--- config.mk ---
export PLATFORM = sky130hd
export DESIGN_NAME = controlUnit
export DESIGN_NICKNAME = d
export VERILOG_FILES = /design/src/rtl/controlUnitPkg.sv /design/src/rtl/decodeIf.sv /design/src/rtl/instrDecoder.sv /design/src/rtl/controlSequencer.sv /design/src/rtl/controlEncoder.sv /design/src/rtl/controlUnit.sv
export VERILOG_INCLUDE_DIRS = /design/src /design/src/rtl
export SDC_FILE = /design/constraint.sdc
export NUM_CORES = 1
export LEC_CHECK = 0
export ABC_AREA = 1
export BUFFER_PORTS_ARGS = -buffer_cell sky130_fd_sc_hd__buf_4
export CAP_MARGIN = 20
export CORE_MARGIN = 3
export CORE_UTILIZATION = 51
export DETAILED_ROUTE_END_ITERATION = 10
export GPL_ROUTABILITY_DRIVEN = 0
export GPL_TIMING_DRIVEN = 0
export PLACE_DENSITY = 0.85
export SLEW_MARGIN = 10
export SYNTH_ARGS = -nofsm -noshare
export SYNTH_HDL_FRONTEND = slang
export SYNTH_SLANG_ARGS = --single-unit
export TNS_END_PERCENT = 20
--- constraint.sdc ---
create_clock -name clk -period 2.6 [get_ports clk]
set_input_delay 0.13 -clock clk [delete_from_list [all_inputs] [get_ports clk]]
set_output_delay 0.13 -clock clk [all_outputs]
set_load 0.02 [all_outputs]
--- src/rtl/controlUnit_cfg.svh ---
`ifndef CONTROL_UNIT_CFG_SVH
`define CONTROL_UNIT_CFG_SVH

// instruction field widths
`define OPCODE_W   6
`define FUNCT_W    6

`define ALUOP_W    3
`define SEL2_W     2
`define MEMTOREG_W 3

`define OP_RTYPE   6'h00
`define OP_J       6'h02
`define OP_JAL     6'h03
`define OP_BEQ     6'h04
`define OP_BNE     6'h05
`define OP_ADDI    6'h08
`define OP_ADDIU   6'h09
`define OP_SLTI    6'h0a
`define OP_LW      6'h23
`define OP_SW      6'h2b

`define FN_ADD     6'h20
`define FN_SUB     6'h22
`define FN_AND     6'h24
`define FN_SLT     6'h2a

`endif

--- src/rtl/controlUnitPkg.sv ---
`include "controlUnit_cfg.svh"

package controlUnitPkg;

    typedef enum logic [3:0] {
        clsAluReg,
        clsAluImm,
        clsLoad,
        clsStore,
        clsBeq,
        clsBne,
        clsJump,
        clsJal,
        clsIllegal
    } instrClassT;

    // codes as the datapath ALU expects them
    typedef enum logic [`ALUOP_W-1:0] {
        aluPass = 3'd0,
        aluAdd  = 3'd1,
        aluSub  = 3'd2,
        aluAnd  = 3'd3,
        aluCmp  = 3'd7
    } aluOpT;

    typedef enum logic [4:0] {
        stInit, stFetch1, stFetch2, stFetch3, stDecode,
        stAluExec, stAluWb, stImmWb,
        stMemAddr, stMemRead, stMemWait, stMdrLoad, stLoadWb, stStoreWrite,
        stBranch, stJalLink, stJump,
        stOvfTrap, stIllegalTrap, stExcWait, stExcLoad, stExcJump
    } ctrlStateT;

    typedef enum logic [`MEMTOREG_W-1:0] {
        wbAluOut    = 3'd0,
        wbMdr       = 3'd1,
        wbPcLink    = 3'd6,
        wbStackInit = 3'd7   // reset value for $sp
    } memToRegT;

    typedef enum logic [`SEL2_W-1:0] {
        dstRt = 2'd0,
        dstRd = 2'd1,
        dstRa = 2'd2,
        dstSp = 2'd3
    } regDstT;

endpackage

--- src/rtl/decodeIf.sv ---
`timescale 1ns/1ps

interface decodeIf import controlUnitPkg::*; ();

    instrClassT instrClass;
    aluOpT      aluOp;
    logic       useImm;       // operand B from immediate
    logic       writeRd;
    logic       trapOverflow;
    logic       setLess;      // result is the compare flag

    modport src (output instrClass, aluOp, useImm, writeRd, trapOverflow, setLess);

    modport seq (input instrClass, trapOverflow);

    modport enc (input instrClass, aluOp, useImm, writeRd, setLess);

endinterface

--- src/rtl/instrDecoder.sv ---
`timescale 1ns/1ps
`include "controlUnit_cfg.svh"

module instrDecoder import controlUnitPkg::*; (
    input  logic [`OPCODE_W-1:0] opcode,
    input  logic [`FUNCT_W-1:0]  funct,
    decodeIf.src                 dec
);

    always_comb begin
        dec.instrClass   = clsIllegal;
        dec.aluOp        = aluPass;
        dec.useImm       = 1'b0;
        dec.writeRd      = 1'b0;
        dec.trapOverflow = 1'b0;
        dec.setLess      = 1'b0;

        case (opcode)
            `OP_RTYPE: begin
                dec.instrClass = clsAluReg;
                dec.writeRd    = 1'b1;
                case (funct)
                    `FN_ADD: begin
                        dec.aluOp        = aluAdd;
                        dec.trapOverflow = 1'b1;
                    end
                    `FN_SUB: begin
                        dec.aluOp        = aluSub;
                        dec.trapOverflow = 1'b1;
                    end
                    `FN_AND: dec.aluOp = aluAnd;
                    `FN_SLT: begin
                        dec.aluOp   = aluCmp;
                        dec.setLess = 1'b1;
                    end
                    default: begin
                        dec.instrClass = clsIllegal; // unknown funct
                        dec.writeRd    = 1'b0;
                    end
                endcase
            end
            `OP_ADDI: begin
                dec.instrClass   = clsAluImm;
                dec.aluOp        = aluAdd;
                dec.useImm       = 1'b1;
                dec.trapOverflow = 1'b1;
            end
            `OP_ADDIU: begin
                dec.instrClass = clsAluImm;
                dec.aluOp      = aluAdd;
                dec.useImm     = 1'b1;     // no trap on unsigned add
            end
            `OP_SLTI: begin
                dec.instrClass = clsAluImm;
                dec.aluOp      = aluCmp;
                dec.useImm     = 1'b1;
                dec.setLess    = 1'b1;
            end
            `OP_LW:  dec.instrClass = clsLoad;
            `OP_SW:  dec.instrClass = clsStore;
            `OP_BEQ: dec.instrClass = clsBeq;
            `OP_BNE: dec.instrClass = clsBne;
            `OP_J:   dec.instrClass = clsJump;
            `OP_JAL: dec.instrClass = clsJal;
            default: dec.instrClass = clsIllegal;
        endcase
    end

endmodule

--- src/rtl/controlSequencer.sv ---
`timescale 1ns/1ps

module controlSequencer import controlUnitPkg::*; (
    input  logic      clk,
    input  logic      reset,
    input  logic      overflow,
    decodeIf.seq      dec,
    output ctrlStateT state
);

    ctrlStateT nextState;

    always_ff @(posedge clk) begin
        if (reset) begin
            state <= stInit;
        end else begin
            state <= nextState;
        end
    end

    always_comb begin
        nextState = stFetch1;

        case (state)
            stInit:   nextState = stFetch1;
            stFetch1: nextState = stFetch2;
            stFetch2: nextState = stFetch3;
            stFetch3: nextState = stDecode;

            stDecode: begin
                case (dec.instrClass)
                    clsAluReg,
                    clsAluImm: nextState = stAluExec;
                    clsLoad,
                    clsStore:  nextState = stMemAddr;
                    clsBeq,
                    clsBne:    nextState = stBranch;
                    clsJump:   nextState = stJump;
                    clsJal:    nextState = stJalLink;
                    default:   nextState = stIllegalTrap;
                endcase
            end

            // overflow only counts here
            stAluExec: begin
                if (overflow && dec.trapOverflow) begin
                    nextState = stOvfTrap;
                end else if (dec.instrClass == clsAluImm) begin
                    nextState = stImmWb;
                end else begin
                    nextState = stAluWb;
                end
            end

            stMemAddr: begin
                if (dec.instrClass == clsStore) begin
                    nextState = stStoreWrite;
                end else begin
                    nextState = stMemRead;
                end
            end
            stMemRead: nextState = stMemWait;
            stMemWait: nextState = stMdrLoad;
            stMdrLoad: nextState = stLoadWb;

            stJalLink: nextState = stJump;

            stOvfTrap,
            stIllegalTrap: nextState = stExcWait;
            stExcWait:     nextState = stExcLoad;  // vector read
            stExcLoad:     nextState = stExcJump;

            // write-back, store, branch, jump and exception end all refetch
            default: nextState = stFetch1;
        endcase
    end

endmodule

--- src/rtl/controlEncoder.sv ---
`timescale 1ns/1ps
`include "controlUnit_cfg.svh"

module controlEncoder import controlUnitPkg::*; (
    input  ctrlStateT            state,
    decodeIf.enc                 dec,
    output logic                 pcWriteCond,
    output logic                 pcWrite,
    output logic                 memWrite,
    output logic                 irWrite,
    output logic                 regWrite,
    output logic                 regALoad,
    output logic                 regBLoad,
    output logic                 aluSrcA,
    output logic                 epcWrite,
    output logic                 aluOutSrc,
    output logic                 aluOutWrite,
    output logic                 mdrLoad,
    output logic [`SEL2_W-1:0]   aluSrcB,
    output logic [`SEL2_W-1:0]   iOrD,
    output logic [`SEL2_W-1:0]   pcSrc,
    output logic [`SEL2_W-1:0]   eqOrNe,
    output regDstT               regDst,
    output aluOpT                aluOp,
    output memToRegT             memToReg
);

    logic [`SEL2_W-1:0] excAddr;    // exception vector address select

    assign excAddr = (dec.instrClass == clsIllegal) ? `SEL2_W'(2) : `SEL2_W'(3);

    always_comb begin
        pcWriteCond = 1'b0;
        pcWrite     = 1'b0;
        memWrite    = 1'b0;
        irWrite     = 1'b0;
        regWrite    = 1'b0;
        regALoad    = 1'b0;
        regBLoad    = 1'b0;
        aluSrcA     = 1'b0;
        epcWrite    = 1'b0;
        aluOutSrc   = 1'b0;
        aluOutWrite = 1'b0;
        mdrLoad     = 1'b0;
        aluSrcB     = '0;
        iOrD        = '0;
        pcSrc       = '0;
        eqOrNe      = '0;
        regDst      = dstRt;
        aluOp       = aluPass;
        memToReg    = wbAluOut;

        case (state)
            stInit: begin
                regWrite = 1'b1;
                regDst   = dstSp;
                memToReg = wbStackInit;
            end
            stFetch1: begin
                pcWrite = 1'b1;         // pc + 4
                aluSrcB = `SEL2_W'(1);
                aluOp   = aluAdd;
            end
            stFetch3: irWrite = 1'b1;
            stDecode: begin
                aluSrcB     = `SEL2_W'(3);  // branch target
                aluOp       = aluAdd;
                regALoad    = 1'b1;
                regBLoad    = 1'b1;
                aluOutWrite = 1'b1;
            end
            stAluExec: begin
                aluSrcA     = 1'b1;
                aluSrcB     = dec.useImm ? `SEL2_W'(2) : `SEL2_W'(0);
                aluOp       = dec.aluOp;
                aluOutSrc   = dec.setLess;
                aluOutWrite = 1'b1;
            end
            stAluWb, stImmWb: begin
                regWrite = 1'b1;
                regDst   = dec.writeRd ? dstRd : dstRt;
            end
            stMemAddr: begin
                aluSrcA     = 1'b1;
                aluSrcB     = `SEL2_W'(2);
                aluOp       = aluAdd;
                aluOutWrite = 1'b1;
            end
            stMemRead, stMemWait: iOrD = `SEL2_W'(1);
            stMdrLoad: begin
                iOrD    = `SEL2_W'(1);
                mdrLoad = 1'b1;
            end
            stLoadWb: begin
                regWrite = 1'b1;
                memToReg = wbMdr;
            end
            stStoreWrite: begin
                memWrite = 1'b1;
                iOrD     = `SEL2_W'(1);
            end
            stBranch: begin
                aluSrcA     = 1'b1;
                aluOp       = aluSub;
                pcSrc       = `SEL2_W'(1);
                eqOrNe      = (dec.instrClass == clsBeq) ? `SEL2_W'(2) : `SEL2_W'(1);
                pcWriteCond = 1'b1;
            end
            stJalLink: begin
                regWrite = 1'b1;
                regDst   = dstRa;
                memToReg = wbPcLink;
            end
            stJump: begin
                pcWrite = 1'b1;
                pcSrc   = `SEL2_W'(2);
            end
            stOvfTrap, stIllegalTrap: begin
                epcWrite = 1'b1;        // epc gets pc - 4
                aluSrcB  = `SEL2_W'(1);
                aluOp    = aluSub;
                iOrD     = excAddr;
            end
            stExcWait: iOrD = excAddr;
            stExcLoad: begin
                iOrD    = excAddr;
                mdrLoad = 1'b1;
            end
            stExcJump: begin
                pcWrite = 1'b1;
                pcSrc   = `SEL2_W'(3);
            end
            default: ;
        endcase
    end

endmodule

--- src/rtl/controlUnit.sv ---
`timescale 1ns/1ps
`include "controlUnit_cfg.svh"

module controlUnit import controlUnitPkg::*; (
    input  logic                    clk,
    input  logic                    reset,
    input  logic [`OPCODE_W-1:0]    opcode,
    input  logic [`FUNCT_W-1:0]     funct,
    input  logic                    overflow,
    output logic                    pcWriteCond,
    output logic                    pcWrite,
    output logic                    memWrite,
    output logic                    irWrite,
    output logic                    regWrite,
    output logic                    regALoad,
    output logic                    regBLoad,
    output logic                    aluSrcA,
    output logic                    epcWrite,
    output logic                    aluOutSrc,
    output logic                    aluOutWrite,
    output logic                    mdrLoad,
    output logic [`SEL2_W-1:0]      aluSrcB,
    output logic [`SEL2_W-1:0]      iOrD,
    output logic [`SEL2_W-1:0]      pcSrc,
    output logic [`SEL2_W-1:0]      eqOrNe,
    output logic [`SEL2_W-1:0]      regDst,
    output logic [`ALUOP_W-1:0]     aluOp,
    output logic [`MEMTOREG_W-1:0]  memToReg
);

    ctrlStateT state;

    decodeIf decBus ();

    instrDecoder u_decoder (
        .opcode (opcode),
        .funct  (funct),
        .dec    (decBus.src)
    );

    controlSequencer u_sequencer (
        .clk      (clk),
        .reset    (reset),
        .overflow (overflow),
        .dec      (decBus.seq),
        .state    (state)
    );

    controlEncoder u_encoder (
        .state       (state),
        .dec         (decBus.enc),
        .pcWriteCond (pcWriteCond),
        .pcWrite     (pcWrite),
        .memWrite    (memWrite),
        .irWrite     (irWrite),
        .regWrite    (regWrite),
        .regALoad    (regALoad),
        .regBLoad    (regBLoad),
        .aluSrcA     (aluSrcA),
        .epcWrite    (epcWrite),
        .aluOutSrc   (aluOutSrc),
        .aluOutWrite (aluOutWrite),
        .mdrLoad     (mdrLoad),
        .aluSrcB     (aluSrcB),
        .iOrD        (iOrD),
        .pcSrc       (pcSrc),
        .eqOrNe      (eqOrNe),
        .regDst      (regDst),
        .aluOp       (aluOp),
        .memToReg    (memToReg)
    );

endmodule

# == Word level (Yosys, flattened, before mapping) ==
# Memory sizes are Yosys's and may differ from the RTL's.
# Index checks and enable logic that the tools add are counted.
# totals
regBits,5
latch_bits,0
ram_bits,0
romBits,40
in_bits,15
output_inout_bits,28
mem_count,1
# mem_list
memory,depth,word_bits,read_ports,rd_ports_with_merged_regs,wr,line,text
(no name shown),8,5,1,0,0,controlSequencer.sv:31,case (dec.instrClass)
# classes
addsub,0
multipliers,0
div,0
n_lt_le_gt_ge,0
eq_ne,38
n_shift,0
n_mux,38
bitwise_logic,0
reduce_logical,19
# ops
cell,count
one-hot mux 5 bit (13 select lines),1
"equality test 5 x 4 -> 1 bit, second input constant",8
"equality test 6 bit, second input constant",6
one-hot mux 4 bit (8 select lines),1
"equality test 5 bit, second input constant",6
one-hot mux 3 bit (3 select lines),3
OR reduction 3 bit,7
"equality test 5 x 3 -> 1 bit, second input constant",4
2-to-1 mux 1 bit,19
"equality test 6 x 4 -> 1 bit, second input constant",3
"equality test 6 x 2 -> 1 bit, second input constant",2
"equality test 6 x 3 -> 1 bit, second input constant",2
one-hot mux 2 bit (3 select lines),2
one-hot mux 3 bit (4 select lines),1
OR reduction 4 bit,3
"equality test 5 x 2 -> 1 bit, second input constant",2
2-to-1 mux 5 bit,2
OR reduction 2 bit,5
one-hot mux 2 bit (4 select lines),1
logical NOT 6 bit,1
2-to-1 mux 2 bit,3
"equality test 5 x 1 -> 1 bit, second input constant",1
logical NOT 5 bit,1
OR reduction 5 bit,1
9 further kinds,10

# == Depth between registers and ports, before layout ==
# logic_depth
depth_word,8
mapped_depth,11
ltp_nobuf,11

# == Modules after synthesis ==
# A second synthesis with hierarchy kept.
# hier_totals
cells_unflattened,230
hier_area_um2,1178.6
# by_module_without_submodules
mod,instances,cells_per_inst,area_per_inst_um2,seq_area_each_um2
controlSequencer,1,85,503.0,100.1
controlEncoder,1,78,374.1,0.0
instrDecoder,1,67,301.5,0.0

# == Worst setup path before layout ==
# Ideal clock, no wire load.
# synth_timing
path_type,reg-to-output
start,register u_sequencer.state[3]
end,output regWrite
arrival_time_ns,1.512
slack_ns,0.958
path_stages_with_launch,4
path_buffers,0
cell_sequence,dfxtp_1 nand2_1 o31ai_1 nand3b_1
# synth_between
elab_chain_len,3
word_cells_on_any_way,7
classes_between,eq/ne (4); mux (1); reduce/logical (2)
# synth_rtl
item,line,text
from (decl),controlSequencer.sv:8,output ctrlStateT state
from (signal assigned),controlSequencer.sv:15,state <= stInit;
from (signal assigned),controlSequencer.sv:17,state <= nextState;
equality test 5 x 3 -> 1 bit (tied with other cells),controlEncoder.sv:53,case (state)
OR reduction 5 bit (no source line) *,n/a,
2-to-1 mux 1 bit *,controlEncoder.sv:53,
to (decl),controlUnit.sv:14,"output logic regWrite,"
# Mark *: on every way between the ends. The rest lies on a longest branch, timed or not.

# == Worst setup path in the final report ==
# layout_timing
start,register u_sequencer.state[0]
end,output aluOp[0]
# layout_between
elab_chain_len,3
word_cells_on_any_way,10
classes_between,eq/ne (7); mux (1); reduce/logical (2)
# layout_rtl
item,line,text
equality test 5 x 4 -> 1 bit (tied with other cells),controlEncoder.sv:53,
OR reduction 3 bit (no source line),n/a,
one-hot mux 3 bit (3 select lines) *,controlEncoder.sv:53,
to (decl),controlUnit.sv:27,"output logic [`ALUOP_W-1:0] aluOp,"
# Marked as above.

==> results.py <==
metrics = {
    "outcome": {
        "status": "completed",
    },
    "routing": {
        "drt-total-wl_mm": 2.97,
        "drt_pass1_iterations": 4,
        "drt-initial-drc-count": 47,
        "ant_nets": 0,
        "vias_per_cell": 5.23,
        "drc": 0,
        "wl_per_cell_um": 11.3,
        "num_vias": 1381,
    },
    "cts": {
        "cts_tree": "built",
        "cts_hold_buf": 0,
        "cts.sink_count": 5,
        "post_cts_buffers": 0,
        "path_clk_slew_ns": 0.04,
        "numCtsBuffers": 3,
        "clock_latency_ns": 0.24,
        "htreeDepth": 1,
        "post_cts_resized": 0,
        "clock-root-buffer": "clkbuf_4",
        "clk_path_buf_depth": 2,
    },
    "global_routing": {
        "grt_pass1_vias": 1226,
        "antenna_found_initial": 0,
        "grt_max_degree": 11,
        "grt.total_usage_pct": 23.7,
        "grt_pass1_wl_mm": 4.95,
        "gr-total-overflow": 0,
    },
    "yosys": {
        "synth_edf_count": 0,
        "yosysSeqAreaShare_pct": 9.99,
        "syn_nets": 208,
        "yosys-top-cells-count": "56 x nand2_1, 29 x inv_1, 26 x nor2_1, 21 x nand3_1, 10 x o21ai_0",
        "synth-seq-cells": 5,
        "synth.most_common_cell": "nand2_1",
        "synth_top_area_share_pct": 21.0,
        "synth_area_mm2": 0.00100,
        "syn_area_per_cell_um2": 5.19,
        "synth_area_leader_cell": "nand2_1",
        "synthCells": 193,
        "synth_async_sr_flop_share_pct": 0,
        "ys.warnings.count": 0,
        "synth.distinct_cells": 28,
        "synth_area_leaders": "nand2_1 21%, inv_1 11%, nand3_1 10%, dfxtp_1 10%, nor2_1 9.7%",
        "synth_ff_type": "dfxtp_1",
    },
    "finish": {
        "fin_nets": 255,
        "syn_to_final_growth_pct": 37.2,
        "reg_top3": "u_sequencer.state: 5 flops",
        "fin_area_mm2": 0.00138,
        "drive_above_1_share_pct": 29.7,
        "regMostFlops": "u_sequencer.state",
        "diodes": 0,
        "largest_reg_flops": 5,
    },
    "die": {
        "die_area_mm2": 0.00253,
        "ios": 43,
        "die_h_um": 50.3,
        "die_w_um": 50.3,
        "initial_core_util_pct": 56.2,
        "rows": 15,
        "core_area_mm2": 0.00178,
    },
    "setup_path": {
        "critPathKind": "reg -> out",
        "worst_setup_path_end_kind": "output port",
        "startpoint_type": "flop",
        "cp_max_fo": 9,
        "required_ns": 2.47,
        "crit_arrival_ns": 1.60,
    },
    "timing": {
        "period_share_pct": 66.4,
        "relSlewSlack_pct": 79.3,
        "setup_viol": 0,
        "final.setup.tns_ns": 0,
        "worstMarginPinSlew_ns": 0.308,
        "skew_ns": 0.000291,
        "slew_violations": 0,
        "rsz0062_at_grt": "false",
        "hold_viol": 0,
        "min_period_ns": 1.73,
        "max_freq_mhz": 580,
    },
    "power_and_ir_drop": {
        "ir_drop_mv": 0.781,
        "p_leak_nw": 0.829,
        "p_per_area_mw_per_mm2": 712,
    },
    "place": {
        "place_area_mm2": 0.00135,
        "dp_hpwl_mm": 2.53,
        "port_buffers": 42,
    },
    "run": {
        "cap_violations": 0,
    },
    "worst_hold_path": {
        "min_path_type": "in -> reg",
    },
}
## where the power goes
group / total [mW] / leakage (nW) / switching [mW] / internal (mW)
Clock: 0.0888 / 0.0150 / 0.0309 / 0.0580
Sequential: 0.126 / 0.0409 / 0.0303 / 0.0960
Combinational: 0.763 / 0.774 / 0.456 / 0.307
## cells in the final DEF (no fill, tap or decap)
master | synthesis | routed
nand2_1 | 56 | 56
buf_4 | 2 | 44
inv_1 | 29 | 29
nor2_1 | 26 | 26
nand3_1 | 21 | 21
o21ai_0 | 10 | 10
nor2_2 | 6 | 6
nand4_1 | 6 | 6
inv_2 | 5 | 5
dfxtp_1 | 5 | 5
a21oi_1 | 4 | 4
nor2_4 | 3 | 3
clkbuf_4 | 0 | 3
o31ai_1 | 2 | 2
nand3_2 | 2 | 2
nand2_2 | 2 | 2
a21oi_2 | 2 | 2
clkbuf_8 | 1 | 1
nand4_2 | 1 | 1
nand2_4 | 1 | 1
o211ai_1 | 1 | 1
a32oi_1 | 1 | 1
a31oi_1 | 1 | 1
clkinv_1 | 1 | 1
o221ai_1 | 1 | 1
nand3b_1 | 1 | 1
nor3b_1 | 1 | 1
and3_1 | 1 | 1
o21ai_2 | 1 | 1
clkbuf_1 | 0 | 1
## kinds of logic after synthesis
| group | after synthesis | share of synthesized area (%) |
|---|---|---|
| simple gates | 127 | 59.8 |
| buf+inv | 38 | 16.0 |
| compound gates | 23 | 14.2 |
| flops | 5 | 9.99 |
## metal layers
layer / global-route usage (%) / vias to the layer above / share of wire, %
met1: 29.8 / 605 / 45
met2: 44.6 / 57 / 48
met3: 2.97 / 2 / 6.8
met5: 0 / - / 0
met4: 1.35 / 0 / 0.10
li1: - / 717 / -
## path summary, 6_finish.rpt
kind | depth (start not counted) | to | startpoint | slack, ns
max | 7 | aluOp[0] | u_sequencer.state[0]$_SDFF_PP0_ | 0.87
min | 2 | u_sequencer.state[1]$_SDFF_PP0_ | reset | 0.07
max reg2reg | 9 | u_sequencer.state[0]$_SDFF_PP0_ | u_sequencer.state[1]$_SDFF_PP0_ | 1.10
min reg2reg | 3 | u_sequencer.state[3]$_SDFF_PP0_ | u_sequencer.state[4]$_SDFF_PP0_ | 0.66
## through the flow
stage	instances	setup slack, ns	hold WS (ns)	total power [mW]	util, %
after global placement	260	1.14	0.312	0.878	75.6
after detailed placement	260	1.13	0.315	0.890	75.6
after global routing	264	0.688	0.0679	1.06	77.1
final	264	0.874	0.0674	0.978	77.1
after CTS	264	0.870	0.0670	0.978	77.1
after floorplan	193	0.958	0.192	0.622	-
## critical path: stages, from the launching register on
cell      delay (ns)
dfxtp_1         0.41
nand2_1         0.11
nor2_2          0.25
nand2_4         0.14
clkinv_1        0.10
o221ai_1        0.12
nand3_1         0.09
buf_4           0.14
## cell type report
type / instances / area [µm²]
plain buffers: 3 / 28.8
clock buffers: 4 / 26.3
fillers: 144 / 408
inverters: 35 / 131
multi-input cells: 150 / 742
flip-flops and latches: 5 / 100
well taps: 25 / 31.3
repair buffers: 42 / 315
No activity file was read; power rests on OpenSTA's default activity.
